$ cat config.mk
export PLATFORM = sky130hd
export DESIGN_NAME = joy_io_top
export DESIGN_NICKNAME = d
export VERILOG_FILES = /design/src/hdl/joy_reg_pkg.sv /design/src/hdl/joy_link_pkg.sv /design/src/hdl/joy_regs.sv /design/src/hdl/joy_baud_timer.sv /design/src/hdl/joy_xfer.sv /design/src/hdl/joy_rx_fifo.sv /design/src/hdl/joy_io_top.sv
export SDC_FILE = /design/constraint.sdc
export NUM_CORES = 1
export LEC_CHECK = 0
export BUFFER_PORTS_ARGS = -buffer_cell sky130_fd_sc_hd__clkbuf_2
export CAP_MARGIN = 15
export CORE_MARGIN = 10
export CORE_UTILIZATION = 56
export CTS_BUF_LIST = sky130_fd_sc_hd__clkbuf_16
export CTS_CLUSTER_DIAMETER = 50
export DETAILED_ROUTE_END_ITERATION = 6
export HOLD_SLACK_MARGIN = 0.08
export PLACE_DENSITY = 0.87
export SLEW_MARGIN = 10
export SYNTH_ARGS = -nofsm -noshare
export SYNTH_HDL_FRONTEND = slang
export SYNTH_SLANG_ARGS = --single-unit
$ cat constraint.sdc
create_clock -name i_clk -period 7.9 [get_ports i_clk]
set_input_delay 0 -clock i_clk [delete_from_list [all_inputs] [get_ports i_clk]]
set_output_delay 0 -clock i_clk [all_outputs]
set_load 0.01 [all_outputs]
$ cat src/hdl/joy_reg_pkg.sv
`default_nettype none

package joy_reg_pkg;

	// CPU access width as presented on the bus
	typedef enum logic [1:0] {
		ACCESS_8BIT  = 2'd0,
		ACCESS_16BIT = 2'd1,
		ACCESS_32BIT = 2'd2,
		ACCESS_UNDEF = 2'd3
	} access_width_e;

	// ----------------------------------------
	// Halfword slots, byte offset / 2
	// ----------------------------------------
	localparam logic [2:0] REG_TX_RX_DATA = 3'd0;
	localparam logic [2:0] REG_STAT       = 3'd2;
	localparam logic [2:0] REG_MODE       = 3'd4;
	localparam logic [2:0] REG_CTRL       = 3'd5;
	localparam logic [2:0] REG_BAUD       = 3'd7;

	// CTRL bit positions
	localparam int CTRL_TXEN           = 0;
	localparam int CTRL_SELECT         = 1;
	localparam int CTRL_RXEN           = 2;
	localparam int CTRL_ACK_CMD        = 4;
	localparam int CTRL_RESET_CMD      = 6;
	localparam int CTRL_RX_INT_MODE_LO = 8;
	localparam int CTRL_RX_INT_MODE_HI = 9;
	localparam int CTRL_TX_INT_EN      = 10;
	localparam int CTRL_RX_INT_EN      = 11;
	localparam int CTRL_ACK_INT_EN     = 12;
	localparam int CTRL_SLOT           = 13;

	// Bits 0..13 minus RXEN and both commands
	localparam logic [15:0] CTRL_RW_MASK = 16'h3FFF & ~((16'd1 << CTRL_RXEN) |
		(16'd1 << CTRL_ACK_CMD) | (16'd1 << CTRL_RESET_CMD));
	// Factor, length, parity enable and type, clock polarity
	localparam logic [15:0] MODE_RW_MASK = 16'h013F;

	// STAT bit positions in the 32-bit word
	localparam int STAT_TX_READY    = 0;
	localparam int STAT_RX_PENDING  = 1;
	localparam int STAT_TX_FINISHED = 2;
	localparam int STAT_PARITY_ERR  = 3;
	localparam int STAT_ACK_LEVEL   = 7;
	localparam int STAT_IRQ         = 9;
	localparam int STAT_BAUD_LO     = 11;
	localparam int STAT_BAUD_HI     = 31;

	// ----------------------------------------
	// Write halfword, seen as MODE or CTRL
	// ----------------------------------------
	typedef union packed {
		struct packed {
			logic [6:0] rsvd_hi;
			logic       clk_inv;
			logic [1:0] rsvd_lo;
			logic       parity_odd;
			logic       parity_en;
			logic [1:0] char_len;
			logic [1:0] reload_factor;
		} mode;
		struct packed {
			logic [1:0] rsvd;
			logic       slot;
			logic       ack_int_en;
			logic       rx_int_en;
			logic       tx_int_en;
			logic [1:0] rx_int_mode;
			logic       bit7;
			logic       reset_cmd;
			logic       bit5;
			logic       ack_cmd;
			logic       bit3;
			logic       rxen;
			logic       select;
			logic       txen;
		} ctrl;
	} joy_cfg_word_u;

endpackage

`default_nettype wire

$ cat src/hdl/joy_link_pkg.sv
`default_nettype none

package joy_link_pkg;

	// Peripheral type behind the active select
	typedef enum logic [1:0] {
		DEV_NONE       = 2'd0,
		DEV_CONTROLLER = 2'd1,
		DEV_MEMCARD    = 2'd2
	} device_e;

	// First byte after select picks the device
	localparam logic [7:0] SEL_CONTROLLER = 8'h01;
	localparam logic [7:0] SEL_MEMCARD    = 8'h81;
	// Line floats high when nobody answers
	localparam logic [7:0] NO_REPLY       = 8'hFF;

	// Receive FIFO sizing
	localparam int FIFO_DEPTH = 8;
	localparam int FIFO_CNT_W = 4;

	// Two baud ticks per bit, 8 bits
	localparam int XFER_TICKS   = 16;
	localparam int BAUD_TIMER_W = 21;

endpackage

`default_nettype wire

$ cat src/hdl/joy_regs.sv
`timescale 1ns/10ps
`default_nettype none

module joy_regs (
	input  logic                                i_clk,
	input  logic                                resetACK,
	// CPU bus
	input  logic                                i_cs,
	input  joy_reg_pkg::access_width_e          i_format,
	input  logic [3:0]                          i_addr,
	input  logic                                i_write,
	input  logic                                i_read,
	input  logic [31:0]                         i_data_in,
	output logic [31:0]                         o_data_out,
	input  logic                                i_ack_n,
	// Baud timer
	output logic [15:0]                         o_baud_reload,
	output logic [1:0]                          o_baud_factor,
	output logic                                o_baud_load,
	input  logic [joy_link_pkg::BAUD_TIMER_W-1:0] i_baud_count,
	// Transfer engine
	output logic                                o_tx_start,
	output logic [7:0]                          o_tx_byte,
	output logic                                o_select,
	output logic                                o_slot,
	input  logic                                i_tx_busy,
	input  logic                                i_tx_done,
	// Receive FIFO
	output logic                                o_rx_pop,
	input  logic [7:0]                          i_rx_data,
	input  logic [joy_link_pkg::FIFO_CNT_W-1:0] i_rx_count,
	input  logic                                i_rx_empty,
	// Status
	output logic                                o_soft_reset,
	output logic                                o_bad_access,
	output logic                                o_irq
);
	import joy_reg_pkg::*;
	import joy_link_pkg::*;

	// Bus decode
	logic [2:0]            w_slot;
	logic                  w_wr;
	logic                  w_rd;
	joy_cfg_word_u         w_wr_half;
	logic                  w_ack_cmd;
	logic                  w_tx_write;
	logic                  w_bad;
	// Stored registers
	joy_cfg_word_u         r_mode;
	logic [15:0]           r_ctrl;
	logic [15:0]           r_baud;
	logic                  r_baud_load;
	// TX hand-off
	logic [7:0]            r_tx_byte;
	logic                  r_tx_pending;
	logic                  r_txen_at_write;
	logic                  r_tx_finished;
	// Status and interrupt
	logic                  r_irq;
	logic                  r_bad_access;
	logic                  w_irq_set;
	logic [FIFO_CNT_W-1:0] w_rx_thresh;
	logic [31:0]           w_stat;

	assign w_slot    = i_addr[3:1];
	assign w_wr      = i_cs && i_write;
	assign w_rd      = i_cs && i_read;
	assign w_wr_half = i_data_in[15:0];

	// Commands only exist on a CTRL write
	assign w_ack_cmd    = w_wr && (w_slot == REG_CTRL) && w_wr_half.ctrl.ack_cmd;
	assign o_soft_reset = w_wr && (w_slot == REG_CTRL) && w_wr_half.ctrl.reset_cmd;

	// TX data only accepted as a full word with the device selected
	assign w_tx_write = w_wr && (w_slot == REG_TX_RX_DATA) && (i_format == ACCESS_32BIT) &&
		r_ctrl[CTRL_SELECT];

	// Reserved slots, or a byte access off the first byte
	assign w_bad = i_cs && ((w_slot == 3'd1) || (w_slot == 3'd3) ||
		((i_format == ACCESS_8BIT) && (i_addr != 4'd0)));

	// Start once the engine is free, TXEN now or at write time
	assign o_tx_start = r_tx_pending && !i_tx_busy && (r_ctrl[CTRL_TXEN] || r_txen_at_write);
	// Pop in the read cycle, head is sampled on the same edge
	assign o_rx_pop   = w_rd && (w_slot == REG_TX_RX_DATA) && !i_rx_empty;

	// RX interrupt at 1, 2, 4 or 8 entries
	assign w_rx_thresh = FIFO_CNT_W'(1) << r_ctrl[CTRL_RX_INT_MODE_HI:CTRL_RX_INT_MODE_LO];
	assign w_irq_set   = (r_ctrl[CTRL_TX_INT_EN] && i_tx_done) ||
		(r_ctrl[CTRL_RX_INT_EN] && (i_rx_count >= w_rx_thresh)) ||
		(r_ctrl[CTRL_ACK_INT_EN] && !i_ack_n);

	// ----------------------------------------
	// Register writes and sticky status
	// ----------------------------------------
	always_ff @(posedge i_clk) begin
		if (resetACK || o_soft_reset) begin
			r_mode          <= '0;
			r_ctrl          <= '0;
			r_baud          <= '0;
			r_baud_load     <= 1'b0;
			r_tx_pending    <= 1'b0;
			r_txen_at_write <= 1'b0;
			r_tx_finished   <= 1'b0;
			r_irq           <= 1'b0;
			r_bad_access    <= 1'b0;
		end else begin
			// Load strobe lags the BAUD write so the timer sees the new value
			r_baud_load <= w_wr && (w_slot == REG_BAUD);
			if (w_wr && (w_slot == REG_MODE))
				r_mode <= w_wr_half & MODE_RW_MASK;
			if (w_wr && (w_slot == REG_CTRL))
				r_ctrl <= w_wr_half & CTRL_RW_MASK;
			if (w_wr && (w_slot == REG_BAUD))
				r_baud <= w_wr_half;
			if (w_bad)
				r_bad_access <= 1'b1;
			// Finished flag lives until the next start
			if (o_tx_start)
				r_tx_finished <= 1'b0;
			else if (i_tx_done)
				r_tx_finished <= 1'b1;
			// A new write overrides a start in the same cycle
			if (o_tx_start)
				r_tx_pending <= 1'b0;
			if (w_tx_write) begin
				r_tx_pending    <= 1'b1;
				r_txen_at_write <= r_ctrl[CTRL_TXEN];
			end
			// Acknowledge wins over a new request
			if (w_ack_cmd)
				r_irq <= 1'b0;
			else if (w_irq_set)
				r_irq <= 1'b1;
		end
	end

	// Pending byte
	always_ff @(posedge i_clk) begin
		if (w_tx_write)
			r_tx_byte <= i_data_in[7:0];
	end

	// STAT word, parity never checked
	always_comb begin
		w_stat                              = '0;
		w_stat[STAT_TX_READY]               = !r_tx_pending && !i_tx_busy;
		w_stat[STAT_RX_PENDING]             = !i_rx_empty;
		w_stat[STAT_TX_FINISHED]            = r_tx_finished;
		w_stat[STAT_PARITY_ERR]             = 1'b0;
		w_stat[STAT_ACK_LEVEL]              = !i_ack_n;
		w_stat[STAT_IRQ]                    = r_irq;
		w_stat[STAT_BAUD_HI:STAT_BAUD_LO]   = i_baud_count;
	end

	// Registered read mux
	always_ff @(posedge i_clk) begin
		if (w_rd) begin
			case (w_slot)
				REG_TX_RX_DATA: o_data_out <= {24'd0, i_rx_data};
				REG_STAT:       o_data_out <= w_stat;
				REG_MODE:       o_data_out <= {16'd0, r_mode};
				REG_CTRL:       o_data_out <= {16'd0, r_ctrl};
				REG_BAUD:       o_data_out <= {16'd0, r_baud};
				default:        o_data_out <= '0;
			endcase
		end
	end

	assign o_baud_reload = r_baud;
	assign o_baud_factor = r_mode.mode.reload_factor;
	assign o_baud_load   = r_baud_load;
	assign o_tx_byte     = r_tx_byte;
	assign o_select      = r_ctrl[CTRL_SELECT];
	assign o_slot        = r_ctrl[CTRL_SLOT];
	assign o_bad_access  = r_bad_access;
	assign o_irq         = r_irq;

	// Hand-off only to an idle engine
	a_start_idle: assert property (@(posedge i_clk) disable iff (resetACK)
		o_tx_start |-> !i_tx_busy);
	// No pop from an empty FIFO
	a_pop_nonempty: assert property (@(posedge i_clk) disable iff (resetACK)
		o_rx_pop |-> !i_rx_empty);

endmodule

`default_nettype wire

$ cat src/hdl/joy_baud_timer.sv
`timescale 1ns/10ps
`default_nettype none

module joy_baud_timer (
	input  logic                                 i_clk,
	input  logic                                 resetACK,
	input  logic                                 i_soft_reset,
	input  logic [15:0]                          i_reload,
	input  logic [1:0]                           i_factor,
	input  logic                                 i_load,
	output logic                                 o_tick,
	output logic [joy_link_pkg::BAUD_TIMER_W-1:0] o_count
);
	import joy_link_pkg::*;

	logic [BAUD_TIMER_W:0]   w_product;
	logic [BAUD_TIMER_W-1:0] w_scaled;
	logic [BAUD_TIMER_W-1:0] r_count;
	// Last value loaded, bound for the count
	logic [BAUD_TIMER_W-1:0] r_limit;
	logic                    w_reload_now;

	// Factor 1, 16 or 64, code 0 is also 1
	always_comb begin
		case (i_factor)
			2'd2:    w_product = {6'd0, i_reload} << 4;
			2'd3:    w_product = {6'd0, i_reload} << 6;
			default: w_product = {6'd0, i_reload};
		endcase
	end

	// Halved, as the timer elapses twice per bit
	assign w_scaled     = w_product[BAUD_TIMER_W:1];
	assign w_reload_now = i_load || (r_count == '0);

	// Free running, also between transfers
	always_ff @(posedge i_clk) begin
		if (resetACK || i_soft_reset) begin
			r_count <= '0;
			r_limit <= '0;
		end else if (w_reload_now) begin
			r_count <= w_scaled;
			r_limit <= w_scaled;
		end else begin
			r_count <= r_count - 1'b1;
		end
	end

	// Zero reload keeps the count at zero, so it ticks every cycle
	assign o_tick  = (r_count == '0);
	assign o_count = r_count;

	a_count_bound: assert property (@(posedge i_clk) disable iff (resetACK)
		o_count <= r_limit);

endmodule

`default_nettype wire

$ cat src/hdl/joy_xfer.sv
`timescale 1ns/10ps
`default_nettype none

module joy_xfer (
	input  logic                  i_clk,
	input  logic                  resetACK,
	input  logic                  i_soft_reset,
	// From the register block
	input  logic                  i_tx_start,
	input  logic [7:0]            i_tx_byte,
	input  logic                  i_select,
	input  logic                  i_slot,
	input  logic                  i_baud_tick,
	// Device side
	input  logic                  i_receive,
	input  logic [7:0]            i_receive_data,
	output logic                  o_emit,
	output logic [7:0]            o_emit_data,
	output joy_link_pkg::device_e o_emit_dev,
	output logic                  o_emit_slot,
	// Status and reply
	output logic                  o_busy,
	output logic                  o_done,
	output logic                  o_rx_push,
	output logic [7:0]            o_rx_byte
);
	import joy_link_pkg::*;

	logic                          r_emit;
	logic [7:0]                    r_emit_data;
	device_e                       r_emit_dev;
	logic                          r_emit_slot;
	device_e                       r_dev;
	logic                          r_busy;
	logic                          r_done;
	logic [$clog2(XFER_TICKS)-1:0] r_tick_cnt;
	logic [7:0]                    r_reply;
	logic                          w_last_tick;

	// Final baud tick of the byte
	assign w_last_tick = r_busy && i_baud_tick &&
		(r_tick_cnt == $bits(r_tick_cnt)'(XFER_TICKS - 1));

	// ----------------------------------------
	// Sequencing and device type
	// ----------------------------------------
	always_ff @(posedge i_clk) begin
		if (resetACK || i_soft_reset) begin
			r_emit     <= 1'b0;
			r_busy     <= 1'b0;
			r_done     <= 1'b0;
			r_tick_cnt <= '0;
			r_dev      <= DEV_NONE;
		end else begin
			r_emit <= i_tx_start;
			r_done <= w_last_tick;
			if (i_tx_start) begin
				r_busy     <= 1'b1;
				r_tick_cnt <= '0;
			end else if (w_last_tick) begin
				r_busy <= 1'b0;
			end else if (r_busy && i_baud_tick) begin
				r_tick_cnt <= r_tick_cnt + 1'b1;
			end
			// Deselect forgets the device
			if (!i_select) begin
				r_dev <= DEV_NONE;
			end else if (i_tx_start && (r_dev == DEV_NONE)) begin
				if (i_tx_byte == SEL_CONTROLLER)
					r_dev <= DEV_CONTROLLER;
				else if (i_tx_byte == SEL_MEMCARD)
					r_dev <= DEV_MEMCARD;
			end
		end
	end

	// Emitted byte carries the type before this byte's update
	always_ff @(posedge i_clk) begin
		if (i_tx_start) begin
			r_emit_data <= i_tx_byte;
			r_emit_dev  <= r_dev;
			r_emit_slot <= i_slot;
			r_reply     <= NO_REPLY;
		end else if (r_busy && i_receive) begin
			r_reply <= i_receive_data;
		end
	end

	assign o_emit      = r_emit;
	assign o_emit_data = r_emit_data;
	assign o_emit_dev  = r_emit_dev;
	assign o_emit_slot = r_emit_slot;
	assign o_busy      = r_busy;
	assign o_done      = r_done;
	// Reply pushed with the done pulse
	assign o_rx_push   = r_done;
	assign o_rx_byte   = r_reply;

	a_emit_single: assert property (@(posedge i_clk) disable iff (resetACK)
		o_emit |=> !o_emit);

endmodule

`default_nettype wire

$ cat src/hdl/joy_rx_fifo.sv
`timescale 1ns/10ps
`default_nettype none

module joy_rx_fifo (
	input  logic                                i_clk,
	input  logic                                resetACK,
	input  logic                                i_soft_reset,
	input  logic                                i_push,
	input  logic [7:0]                          i_data,
	input  logic                                i_pop,
	output logic [7:0]                          o_data,
	output logic [joy_link_pkg::FIFO_CNT_W-1:0] o_count,
	output logic                                o_empty
);
	import joy_link_pkg::*;

	logic [7:0]                    r_mem [FIFO_DEPTH];
	logic [$clog2(FIFO_DEPTH)-1:0] r_wr_ptr;
	logic [$clog2(FIFO_DEPTH)-1:0] r_rd_ptr;
	logic [FIFO_CNT_W-1:0]         r_count;
	logic                          w_do_push;
	logic                          w_do_pop;

	// Full drops the push
	assign w_do_push = i_push && (r_count != FIFO_CNT_W'(FIFO_DEPTH));
	assign w_do_pop  = i_pop && (r_count != '0);

	// Pointers and count
	always_ff @(posedge i_clk) begin
		if (resetACK || i_soft_reset) begin
			r_wr_ptr <= '0;
			r_rd_ptr <= '0;
			r_count  <= '0;
		end else begin
			if (w_do_push)
				r_wr_ptr <= r_wr_ptr + 1'b1;
			if (w_do_pop)
				r_rd_ptr <= r_rd_ptr + 1'b1;
			if (w_do_push && !w_do_pop)
				r_count <= r_count + 1'b1;
			else if (w_do_pop && !w_do_push)
				r_count <= r_count - 1'b1;
		end
	end

	// Storage
	always_ff @(posedge i_clk) begin
		if (w_do_push)
			r_mem[r_wr_ptr] <= i_data;
	end

	// Head word always visible
	assign o_data  = r_mem[r_rd_ptr];
	assign o_count = r_count;
	assign o_empty = (r_count == '0);

	a_count_max: assert property (@(posedge i_clk) disable iff (resetACK)
		o_count <= FIFO_CNT_W'(FIFO_DEPTH));

endmodule

`default_nettype wire

$ cat src/hdl/joy_io_top.sv
`timescale 1ns/10ps
`default_nettype none

module joy_io_top (
	input  logic                       i_clk,
	input  logic                       resetACK,
	// CPU side
	input  logic                       i_cs,
	input  joy_reg_pkg::access_width_e i_format,
	input  logic [3:0]                 i_addr,
	input  logic                       i_write,
	input  logic                       i_read,
	input  logic [31:0]                i_data_in,
	output logic [31:0]                o_data_out,
	output logic                       o_irq,
	output logic                       o_bad_access,
	// Device side
	output logic                       o_emit,
	output logic [7:0]                 o_emit_data,
	output joy_link_pkg::device_e      o_emit_dev,
	output logic                       o_emit_slot,
	output logic                       o_select,
	input  logic                       i_receive,
	input  logic [7:0]                 i_receive_data,
	input  logic                       i_ack_n
);
	import joy_link_pkg::*;

	// Baud timer
	logic [15:0]             w_baud_reload;
	logic [1:0]              w_baud_factor;
	logic                    w_baud_load;
	logic                    w_baud_tick;
	logic [BAUD_TIMER_W-1:0] w_baud_count;
	// Transfer engine
	logic                    w_tx_start;
	logic [7:0]              w_tx_byte;
	logic                    w_slot;
	logic                    w_tx_busy;
	logic                    w_tx_done;
	// Receive path
	logic                    w_rx_push;
	logic [7:0]              w_rx_byte;
	logic                    w_rx_pop;
	logic [7:0]              w_rx_data;
	logic [FIFO_CNT_W-1:0]   w_rx_count;
	logic                    w_rx_empty;
	logic                    w_soft_reset;

	joy_regs joy_regs_inst (
		.i_clk         (i_clk),
		.resetACK      (resetACK),
		.i_cs          (i_cs),
		.i_format      (i_format),
		.i_addr        (i_addr),
		.i_write       (i_write),
		.i_read        (i_read),
		.i_data_in     (i_data_in),
		.o_data_out    (o_data_out),
		.i_ack_n       (i_ack_n),
		.o_baud_reload (w_baud_reload),
		.o_baud_factor (w_baud_factor),
		.o_baud_load   (w_baud_load),
		.i_baud_count  (w_baud_count),
		.o_tx_start    (w_tx_start),
		.o_tx_byte     (w_tx_byte),
		.o_select      (o_select),
		.o_slot        (w_slot),
		.i_tx_busy     (w_tx_busy),
		.i_tx_done     (w_tx_done),
		.o_rx_pop      (w_rx_pop),
		.i_rx_data     (w_rx_data),
		.i_rx_count    (w_rx_count),
		.i_rx_empty    (w_rx_empty),
		.o_soft_reset  (w_soft_reset),
		.o_bad_access  (o_bad_access),
		.o_irq         (o_irq)
	);

	joy_baud_timer joy_baud_timer_inst (
		.i_clk        (i_clk),
		.resetACK     (resetACK),
		.i_soft_reset (w_soft_reset),
		.i_reload     (w_baud_reload),
		.i_factor     (w_baud_factor),
		.i_load       (w_baud_load),
		.o_tick       (w_baud_tick),
		.o_count      (w_baud_count)
	);

	// Select level goes out and into the engine
	joy_xfer joy_xfer_inst (
		.i_clk          (i_clk),
		.resetACK       (resetACK),
		.i_soft_reset   (w_soft_reset),
		.i_tx_start     (w_tx_start),
		.i_tx_byte      (w_tx_byte),
		.i_select       (o_select),
		.i_slot         (w_slot),
		.i_baud_tick    (w_baud_tick),
		.i_receive      (i_receive),
		.i_receive_data (i_receive_data),
		.o_emit         (o_emit),
		.o_emit_data    (o_emit_data),
		.o_emit_dev     (o_emit_dev),
		.o_emit_slot    (o_emit_slot),
		.o_busy         (w_tx_busy),
		.o_done         (w_tx_done),
		.o_rx_push      (w_rx_push),
		.o_rx_byte      (w_rx_byte)
	);

	joy_rx_fifo joy_rx_fifo_inst (
		.i_clk        (i_clk),
		.resetACK     (resetACK),
		.i_soft_reset (w_soft_reset),
		.i_push       (w_rx_push),
		.i_data       (w_rx_byte),
		.i_pop        (w_rx_pop),
		.o_data       (w_rx_data),
		.o_count      (w_rx_count),
		.o_empty      (w_rx_empty)
	);

endmodule

`default_nettype wire

; ---- After elaboration in Yosys (flattened, before gate mapping)
; Memories as Yosys holds them, arrays and structs flattened. A register that Yosys moved wholly into a read port is not among the register bits.
; Cells that the tools add are included.
[op_classes]
shifts = 1
bitwise_logic = 2
n_eq_ne = 13
n_mux = 15
addsub = 6
order_cmp = 1
n_reduce_logical = 57
[op_table]
columns = operator, count
row1 = $pmux W32 S5, 1
row2 = $pmux W22 S2, 1
row3 = $logic_and A1 B1 Y1, 28
row4 = $logic_not A21 Y1, 1
row5 = $mux W21, 1
row6 = $sub A21 B1 Y21 const B, 1
row7 = $eq A3 B3 Y1 const B, 3
row8 = $add A4 B1 Y4 const B, 2
row9 = $eq A8 B1 Y1 const B, 1
row10 = $eq A8 B8 Y1 const B, 1
row11 = $mux W4, 2
row12 = $reduce_bool A2 Y1, 4
row13 = $reduce_bool A4 Y1, 2
row14 = $logic_or A1 B1 Y1, 7
row15 = $add A3 B1 Y3 const B, 2
row16 = $eq A2 B2 Y1 const B, 3
row17 = $eq A3 B2 Y1 const B, 2
row18 = $logic_not A1 Y1, 6
row19 = $mux W1, 6
row20 = $mux W3, 2
row21 = $reduce_or A2 Y1, 3
row22 = $eq A4 B4 Y1 const B, 1
row23 = $ge A4 B4 Y1, 1
row24 = $logic_not A2 Y1, 2
row25 = 9 further kinds, 12
[word_totals]
output_inout_bits = 47
wordCells = 120
n_memories = 1
reg_bits = 139
ramBits = 64
[memory_table]
columns = memory, depth, word_bits, rd, rd_ports_with_merged_regs, wr, line
row1 = joy_rx_fifo_inst.r_mem, 8, 8, 1, 1, 1, joy_rx_fifo.sv:17  ; logic [7:0] r_mem [FIFO_DEPTH];

; ---- Longest topological paths before layout
; Gate-level depths: netlist of run 1.
[logic_depth]
depth_word = 7
mapped_depth = 13
ltp_nobuf = 12

; ---- By module
; A second synthesis of run 1 with hierarchy kept.
[unflattened]
cells_unflattened = 721
hier_area_um2 = 8991.1
[by_module_without_submodules]
columns = mod, area_each_um2, cells_each, seq_area_each_um2, n_inst
row1 = joy_regs, 3343.2, 310, 2001.9, 1
row2 = joy_rx_fifo, 3134.3, 167, 2182.1, 1
row3 = joy_baud_timer, 1492.7, 163, 420.4, 1
row4 = joy_xfer, 1021.0, 81, 670.6, 1

; ---- Worst setup path before layout of run 1
; No wires, ideal clock.
[synth_path]
path_type = input -> register
from = input i_cs
to = register joy_rx_fifo_inst.r_count[3] (netlist: joy_rx_fifo_inst.o_count[3])
setup_time_ps = 70
stages = 12
n_path_buf = 1
arrival_time_ps = 2675
slack_ps = 5154
cell_sequence = and2_1 -> and3_1 -> clkbuf_1 -> inv_1 -> ha_1 -> inv_1 -> ha_1 -> a21o_1 -> a21oi_1 -> xnor2_1 -> or3_1 -> a21oi_1
[synth_via]
elab_chain_len = 7
word_cells_on_any_way = 13
cone_classes = 1 x mux / 12 x reduce/logical
[synth_rtl]
columns = element, line
row1 = from (decl), joy_io_top.sv:8  ; input logic i_cs,
row2 = $logic_and A1 B1 Y1, joy_regs.sv:68  ; assign w_rd = i_cs && i_read;
row3 = $logic_and A1 B1 Y1 (2 in series), joy_regs.sv:86  ; assign o_rx_pop = w_rd && (w_slot == REG_TX_RX_DATA) && !i_rx_empty;
row4 = $logic_and A1 B1 Y1, joy_rx_fifo.sv:26  ; assign w_do_pop = i_pop && (r_count != '0);
row5 = $logic_not A1 Y1, joy_rx_fifo.sv:39  ; if (w_do_push && !w_do_pop)
row6 = $logic_and A1 B1 Y1, joy_rx_fifo.sv:39
row7 = $mux W4 or $reduce_bool A2 Y1 (tied branches), -
row8 = to (signal assigned), joy_rx_fifo.sv:40  ; r_count <= r_count + 1'b1;
row9 = to (signal assigned), joy_rx_fifo.sv:42  ; r_count <= r_count - 1'b1;
row10 = to (decl), joy_rx_fifo.sv:20  ; logic [FIFO_CNT_W-1:0] r_count;
; Several ways; a longest one is shown, not always the timed one.
; A chain may end at the register's enable or synchronous reset.

; ---- Worst setup path after layout of run 1
[layout_path]
from = register joy_rx_fifo_inst.r_count[0] (netlist: joy_rx_fifo_inst.o_count[0])
to = register joy_rx_fifo_inst.r_count[3] (netlist: joy_rx_fifo_inst.o_count[3])
[layout_via]
elab_chain_len = 7
word_cells_on_any_way = 16
cone_classes = 2 x add/sub / 1 x eq/ne / 2 x mux / 11 x reduce/logical
[layout_rtl]
columns = element
row1 = "parallel branches: the longest is 7 deep, another holds $sub A4 B1 Y4"
; Parallel ways; which one is timed is not known. The select of a mux whose other input is x is not followed.

==> results of run 1 <==
-- kinds of logic after synthesis --
| group | after synthesis | synth area share |
|---|---|---|
| and+or+nand+nor | 238 | 0.126 |
| DFF | 206 | 0.604 |
| adders and majority gates | 13 | 0.0195 |
| buffers and inverters | 53 | 0.0258 |
| AOI/OAI and AO/OA | 128 | 0.103 |
| xor gates and xnor gates | 25 | 0.0251 |
| muxes | 66 | 0.0968 |
-- area by class of cell --
class / instances / area [um2] / area share
Sequential cell: 206 / 5280 / 0.509
Multi-Input combinational cell: 470 / 3240 / 0.312
Timing Repair Buffer: 124 / 821 / 0.0792
Clock buffer: 23 / 576 / 0.0555
Tap cell: 211 / 264 / 0.0255
Clock inverter: 17 / 135 / 0.0130
Inverter: 15 / 56.3 / 0.00543
Antenna cell: 1 / 2.50 / 0.000241
-- power by group through the flow --
stage,combinational [W],clock (W),sequential [W]
after global placement,0.000329,0,0.00125
after floorplan,0.000279,0,0.00124
after global routing,0.000387,0.00106,0.00123
after CTS,0.000353,0.00101,0.00123
after detailed placement,0.000337,0,0.00125
final,0.000355,0.000998,0.00123
-- cells in the final DEF (no fill, tap or decap), drive strengths merged, types with 16 or more instances in the layout --
master / instances
o21ai: 21
a21oi: 52
a211oi: 26
nor3: 16
nor2: 84
nand2: 75
mux2i: 45
xnor2: 19
inv: 21
dfxtp: 91
edfxtp: 115
and2: 17
clkbuf: 106
dlygate4sd3: 31
-- critical path, delay by kind of cell, from the launching register on --
kind,cells,cell delay (ns)
compound gates,3,0.49
xor+xnor,1,0.09
buf+inv,2,0.18
fa+ha+maj,2,0.46
flops,1,0.39
simple gates,3,1.19
-- timing repair --
| action | 4_1_cts | 5_1_grt |
|---|---|---|
| setup buffers | 0 | 0 |
| hold buffers | 31 | 0 |
| endpoints found under the hold margin | 63 | 0 |
-- stage by stage --
step	std cells	total power (W)	instance area, um2	utilization
2_1_floorplan	729	0.00152	8730	-
3_3_place_gp	994	0.00158	9320	0.611
3_5_place_dp	994	0.00159	9320	0.611
4_1_cts	1065	0.00259	10300	0.678
5_1_grt	1067	0.00268	10400	0.680
6_report	1067	0.00258	10400	0.680
-- path summary, 6_finish.rpt --
path	start	to	slack, ns	cells past startpoint
max	joy_rx_fifo_inst.o_count[0]	joy_rx_fifo_inst.o_count[3]	5.02	11
min	i_addr[1]	joy_regs_inst.o_data_out[2]	0.13	2
max reg2reg	joy_rx_fifo_inst.o_count[0]	joy_rx_fifo_inst.o_count[3]	5.02	11
min reg2reg	joy_regs_inst.o_tx_byte[0]	joy_xfer_inst.o_emit_data[0]	0.44	0
-- flip-flops by register name (all words and copies together), names as in the netlist, 4 cells and up, named ones only --
signal                       flops
joy_rx_fifo_inst.r_mem          64
joy_regs_inst.o_data_out        32
joy_baud_timer_inst.o_count     21
joy_regs_inst.o_baud_reload     16
joy_regs_inst.r_ctrl            11
joy_regs_inst.o_tx_byte          8
joy_xfer_inst.o_emit_data        8
joy_xfer_inst.o_rx_byte          8
joy_regs_inst.r_mode             7
joy_rx_fifo_inst.o_count         4
joy_xfer_inst.r_tick_cnt         4
-- layer usage --
layer,track usage,up-vias,share of wire
met2,0.322,258,0.50
li1,-,2894,-
met1,0.224,2908,0.39
met4,0.0750,0,0.034
met3,0.0401,59,0.079
met5,0,-,0
==> reports/metrics.yaml, run 1 <==
status: "completed"
drc: 0
synth_common_cells: "edfxtp_1, dfxtp_1, nor2_1"
post_cts_resized: 0
place_hpwl_um: 13200
worst_pin_slew_ns: 1.17
htree_levels: 1
leakagePower_nw: 3.66
yosysSeqAreaShare: 0.604
cp_cell_sequence: "or4_1 > and3_1 > inv_1 > ha_1 > inv_1 > ha_1 > a21o_1 > a21oi_1 > xnor2_1 > or3_1 > a21oi_1"
clk_latency_ns: 0.50
antenna_found_initial: 1
ant_nets: 0
synth_flop_cell: "edfxtp_1"
tns_ns: 0
p_sw_frac: 0.252
setup_viol: 0
slew_violations: 0
clkSlewWorstSetupHoldPaths_ns: 0.06
syn_avg_cell_area_um2: 12.0
netlist.area_leader.share: 0.396
slowest_stage: "or4_1"
fin_nets: 905
die_w_um: 145
vias_per_cell: 5.73
finClkSkew_ns: 0.0176
yosys.area.top_type: "edfxtp_1"
wl_per_cell_um: 18.5
peakVddDrop_mv: 0.177
syn_inst: 729
synth_edf_count: 115
worstPathRequired_ns: 8.32
track_usage: 0.187
fin_crit_ns: 2.88
core-area_um2: 15300
rsz0062_at_grt: "false"
worstPathArrival_ns: 3.30
ys_types: 55
io_pins: 100
fp-row-count: 45
synth_most_common_cell: "edfxtp_1"
grt_max_degree: 51
holdWs_ns: 0.126
critPathKind: "reg2reg"
overflow: 0
maxCapViolCount: 0
start_util: 0.572
synth.ff_latch_count: 206
powerDensity_nw_per_um2: 249
cts_num_sinks: 206
timing.slew.headroom: 0.220
vias: 6119
die_h_um: 145
gp_congestion: 0.925
seqPwrFrac: 0.476
synth.cell_area_um2: 8730
drt_iter0_markers: 633
cts_inserted_buffers: 22
critPathMaxStageDelay_ns: 0.60
pwr-share-clk: 0.387
drt-total-wl_um: 19700
worstPathMaxFanout: 6
async_flop_share: 0
fill_cells: 1049
fmax_mhz: 348
power.internal_w: 0.00193
grt_pass1_wl_um: 31000
cts_root_buf: "clkbuf_16"
area_growth_pct: 18.8
drive_above_1_share: 0.201
synthTopCellsByArea: "edfxtp_1, dfxtp_1, mux2i_1"
min_path_type: "in2reg"
die_area_um2: 21000
p_switching_w: 0.000651
drt_pass1_iterations: 6
setup_ws_ns: 5.02
cp-end-kind: "flop"
combPwrFrac: 0.137
syn-num-nets: 795
fin_crit_sh: 0.364
post-place-ws_ns: 5.05
port_buffers: 83
hold_viol: 0
cts_buffer_depth: 3
grt_pass1_vias: 5903
ys_warn_count: 0
cts_tree: "done"
start_kind: "flop"
(Power assumes the default switching activity.)
==> run 2, diff against run 1 <==
--- a/config.mk
+++ b/config.mk
@@ -5,15 +5,16 @@
 export SDC_FILE = /design/constraint.sdc
 export NUM_CORES = 1
 export LEC_CHECK = 0
+export ABC_AREA = 1
 export BUFFER_PORTS_ARGS = -buffer_cell sky130_fd_sc_hd__clkbuf_2
 export CAP_MARGIN = 15
 export CORE_MARGIN = 10
-export CORE_UTILIZATION = 56
+export CORE_UTILIZATION = 53
 export CTS_BUF_LIST = sky130_fd_sc_hd__clkbuf_16
 export CTS_CLUSTER_DIAMETER = 50
 export DETAILED_ROUTE_END_ITERATION = 6
 export HOLD_SLACK_MARGIN = 0.08
-export PLACE_DENSITY = 0.87
+export PLACE_DENSITY = 0.86
 export SLEW_MARGIN = 10
 export SYNTH_ARGS = -nofsm -noshare
 export SYNTH_HDL_FRONTEND = slang
==> constraint.sdc (replaced) <==
create_clock -name i_clk -period 2.6 [get_ports i_clk]
set_input_delay 0 -clock i_clk [delete_from_list [all_inputs] [get_ports i_clk]]
set_output_delay 0 -clock i_clk [all_outputs]
set_load 0.01 [all_outputs]
==> reports/metrics.yaml, run 2 <==
worstRegToRegCells: 14  # +3
slew_violations: 0  # unchanged
crit_family: "simple AND/OR/NAND/NOR gates"
worstPathRequired_ns: 3.03  # -5.29 ns
status: "completed"
ant_nets: 0  # unchanged
combPwrFrac: 0.220  # +0.083
vias_per_cell: 5.62  # -2.0%
cp_cell_sequence: "nor2_1 > nand3b_1 > nand2_1 > inv_1 > ha_1 > inv_1 > ha_1 > nand2_1 > inv_1 > o21ai_0 > nand3_1 > nand2_1 > nand2_1 > a21oi_1"
ys_warn_count: 0  # unchanged
synth.cell_area_um2: 8910  # +2.1%
cts_num_sinks: 206  # unchanged
area_growth_pct: 20.1
overflow: 0  # unchanged
synth_edf_count: 115  # unchanged
critPathLaunch: "joy_rx_fifo_inst.o_count[0]"
power.internal_w: 0.00608  # +210%
powerDensity_nw_per_um2: 827  # +230%
tns_ns: 0  # unchanged
grt_max_degree: 33  # -35%
rsz0062_at_grt: "false"
fin_crit_sh: 0.885  # +0.521
track_usage: 0.203  # +0.0154
reg.largest.list: "joy_rx_fifo_inst.r_mem (64), joy_regs_inst.o_data_out (32), joy_baud_timer_inst.o_count (21)"
critPathMaxStageDelay_ns: 0.36  # -0.24 ns
yosysSeqAreaShare: 0.592  # -0.0123
start_util: 0.539  # -0.0329
grt_pass1_wl_um: 37000  # +19%
start_kind: "flop"
grt_pass1_vias: 7198  # +22%
worstPathMaxFanout: 5  # -1
maxCapViolCount: 0  # unchanged
worst_pin_slew_ns: 0.698  # -0.468 ns
post-place-ws_ns: 0.414  # -4.64 ns
gp_congestion: 0.958  # +3.6%
drt_iter0_markers: 865  # +37%
cts_root_buf: "clkbuf_16"
ys_types: 39  # -29%
min_path_type: "in2reg"
die_w_um: 150  # +3.3%
htree_levels: 1  # unchanged
netlist.area_leader.share: 0.388  # -0.00806
layout.cells.most_common: "nand2_1"
yosys.area.top_type: "edfxtp_1"
top_register: "joy_rx_fifo_inst.r_mem"
critPathKind: "reg2reg"
clk_latency_ns: 0.51  # about the same
p_sw_frac: 0.313  # +0.0611
async_flop_share: 0  # unchanged
vias: 7487  # +22%
largest_reg_flops: 64  # unchanged
hold_viol: 0  # unchanged
fp-row-count: 47  # +4.4%
setup_ws_ns: 0.299  # -4.72 ns
leakagePower_nw: 4.05  # +11%
grt_use_met2: 0.354  # +0.0314
design_area_um2: 10700  # +3.2%
cts_buffer_depth: 3  # unchanged
clkSlewWorstSetupHoldPaths_ns: 0.06  # about the same
finClkSkew_ns: 0.0136  # -0.00400 ns
pwr-share-clk: 0.345  # -0.042
cp.depth: 14  # +3
place_area_um2: 9570  # +2.7%
port_buffers: 83  # unchanged
drt-total-wl_um: 23200  # +18%
cp-end-kind: "flop"
reg2reg_from: "joy_rx_fifo_inst.o_count[0]"
path_common_cell: "nand2_1"
antenna_found_initial: 0  # -1
drc: 0  # unchanged
met1_usage: 0.254  # +0.0300
cts_tree: "done"
grt_use_met3: 0.0308  # -0.00929
fin_crit_ns: 2.30  # -0.576 ns
cts_inserted_buffers: 22  # unchanged
die_area_um2: 22400  # +6.8%
drt_pass1_iterations: 5  # -1
synth.ff_latch_count: 206  # unchanged
peakVddDrop_mv: 0.552  # +210%
p_switching_w: 0.00277  # +330%
synth_flop_cell: "edfxtp_1"
antenna_cells_inserted: 0  # -1
slowest_stage: "dfxtp_1"
fin_nets: 1162  # +28%
most-common-layout-cells: "nand2_1, nor2_1, edfxtp_1"
busiest_layer: "met2"
die_h_um: 150  # +3.3%
worstPathArrival_ns: 2.73  # -0.57 ns
min_path_cells: 4  # +2
io_pins: 100  # unchanged
timing.slew.headroom: 0.533  # +0.313
crit_buf_inv: 3  # +1
setup_viol: 0  # unchanged
seqPwrFrac: 0.435  # -0.041
syn_inst: 963  # +32%
core-area_um2: 16500  # +8.3%
synth_most_common_cell: "nand2_1"
place_hpwl_um: 15600  # +19%
min_from: "i_receive"
synth_common_cells: "nand2_1, nor2_1, edfxtp_1"
syn-num-nets: 1029  # +29%
drive_above_1_share: 0.153  # -0.0483
fmax_mhz: 435  # +25%
cts_setup_buffers: 0  # unchanged
syn_avg_cell_area_um2: 9.25  # -23%
wl_per_cell_um: 17.4  # -5.6%
synthTopCellsByArea: "edfxtp_1, dfxtp_1, nand2_1"
==> run 2: cell count changes after synthesis, sizes merged, moves of 35 or more <==
| cell | previous run | this run |
|---|---|---|
| nand3 | 8 | 46 |
| o21ai | 21 | 56 |
| inv | 13 | 87 |
| nor2 | 84 | 154 |
| nand2 | 75 | 206 |
| mux2i | 45 | 0 |
==> run 2: area by class of cell <==
class | count | area [um2]
fillers | 1224 | 5830
flip-flops and latches | 206 | 5280
multi-input cells | 633 | 3120
repair buffers | 144 | 976
clock buffers | 24 | 601
inverters | 89 | 334
well taps | 220 | 275
clock inverters | 16 | 118
==> run 2: layer usage <==
layer / share of wire / routed length [um]
met4: 0.027 / 635
met2: 0.49 / 11400
met1: 0.39 / 9030
met5: 0 / 0
met3: 0.091 / 2110
==> run 2: what timing repair did <==
item | in CTS | in global routing
endpoints found under the hold margin | 73 | 0
gates resized for setup | 0 | 0
hold buffers | 41 | 0
setup endpoints to repair | 0 | 0
==> run 2: worst min-delay path, stage by stage <==
cell	delay, ns
clkbuf_2	0.16
nand2_1	0.26
nand2_1	0.08
nand3_1	0.08
==> run 2: logic make-up (layout without fill, tap and decap cells) <==
logic type,count (synthesis),count (layout),share of synthesized area
buf+inv,124,273,0.0577
simple gates,434,434,0.206
fa+ha+maj,13,13,0.0191
compound gates,173,173,0.113
xor+xnor,13,13,0.0128
flops,206,206,0.592
==> run 2: path summary, 6_finish.rpt <==
| path | endpoint | slack, ns |
|---|---|---|
| worst max register to register | joy_rx_fifo_inst.o_count[3] | 0.30 |
| worst max-delay path | joy_rx_fifo_inst.o_count[3] | 0.30 |
| worst min register to register | joy_xfer_inst.o_emit_data[1] | 0.45 |
| worst min-delay path | joy_xfer_inst.o_rx_byte[0] | 0.11 |
==> run 2: power groups by stage <==
stage,Sequential (W),Clock (W),Combinational (W)
after floorplan,0.00387,0,0.00150
after global placement,0.00390,0,0.00179
after detailed placement,0.00392,0,0.00185
after CTS,0.00384,0.00306,0.00191
after global routing,0.00388,0.00320,0.00222
final,0.00385,0.00305,0.00194
==> run 2: metrics by stage <==
step                hold WS [ns]  cells  utilization  power, W
global route               0.158   1332        0.647   0.00930
detailed placement         0.239   1251        0.579   0.00577
global placement           0.236   1251        0.579   0.00569
floorplan                 0.0989    963            -   0.00537
finish                     0.115   1332        0.647   0.00885
CTS                        0.108   1332        0.647   0.00882
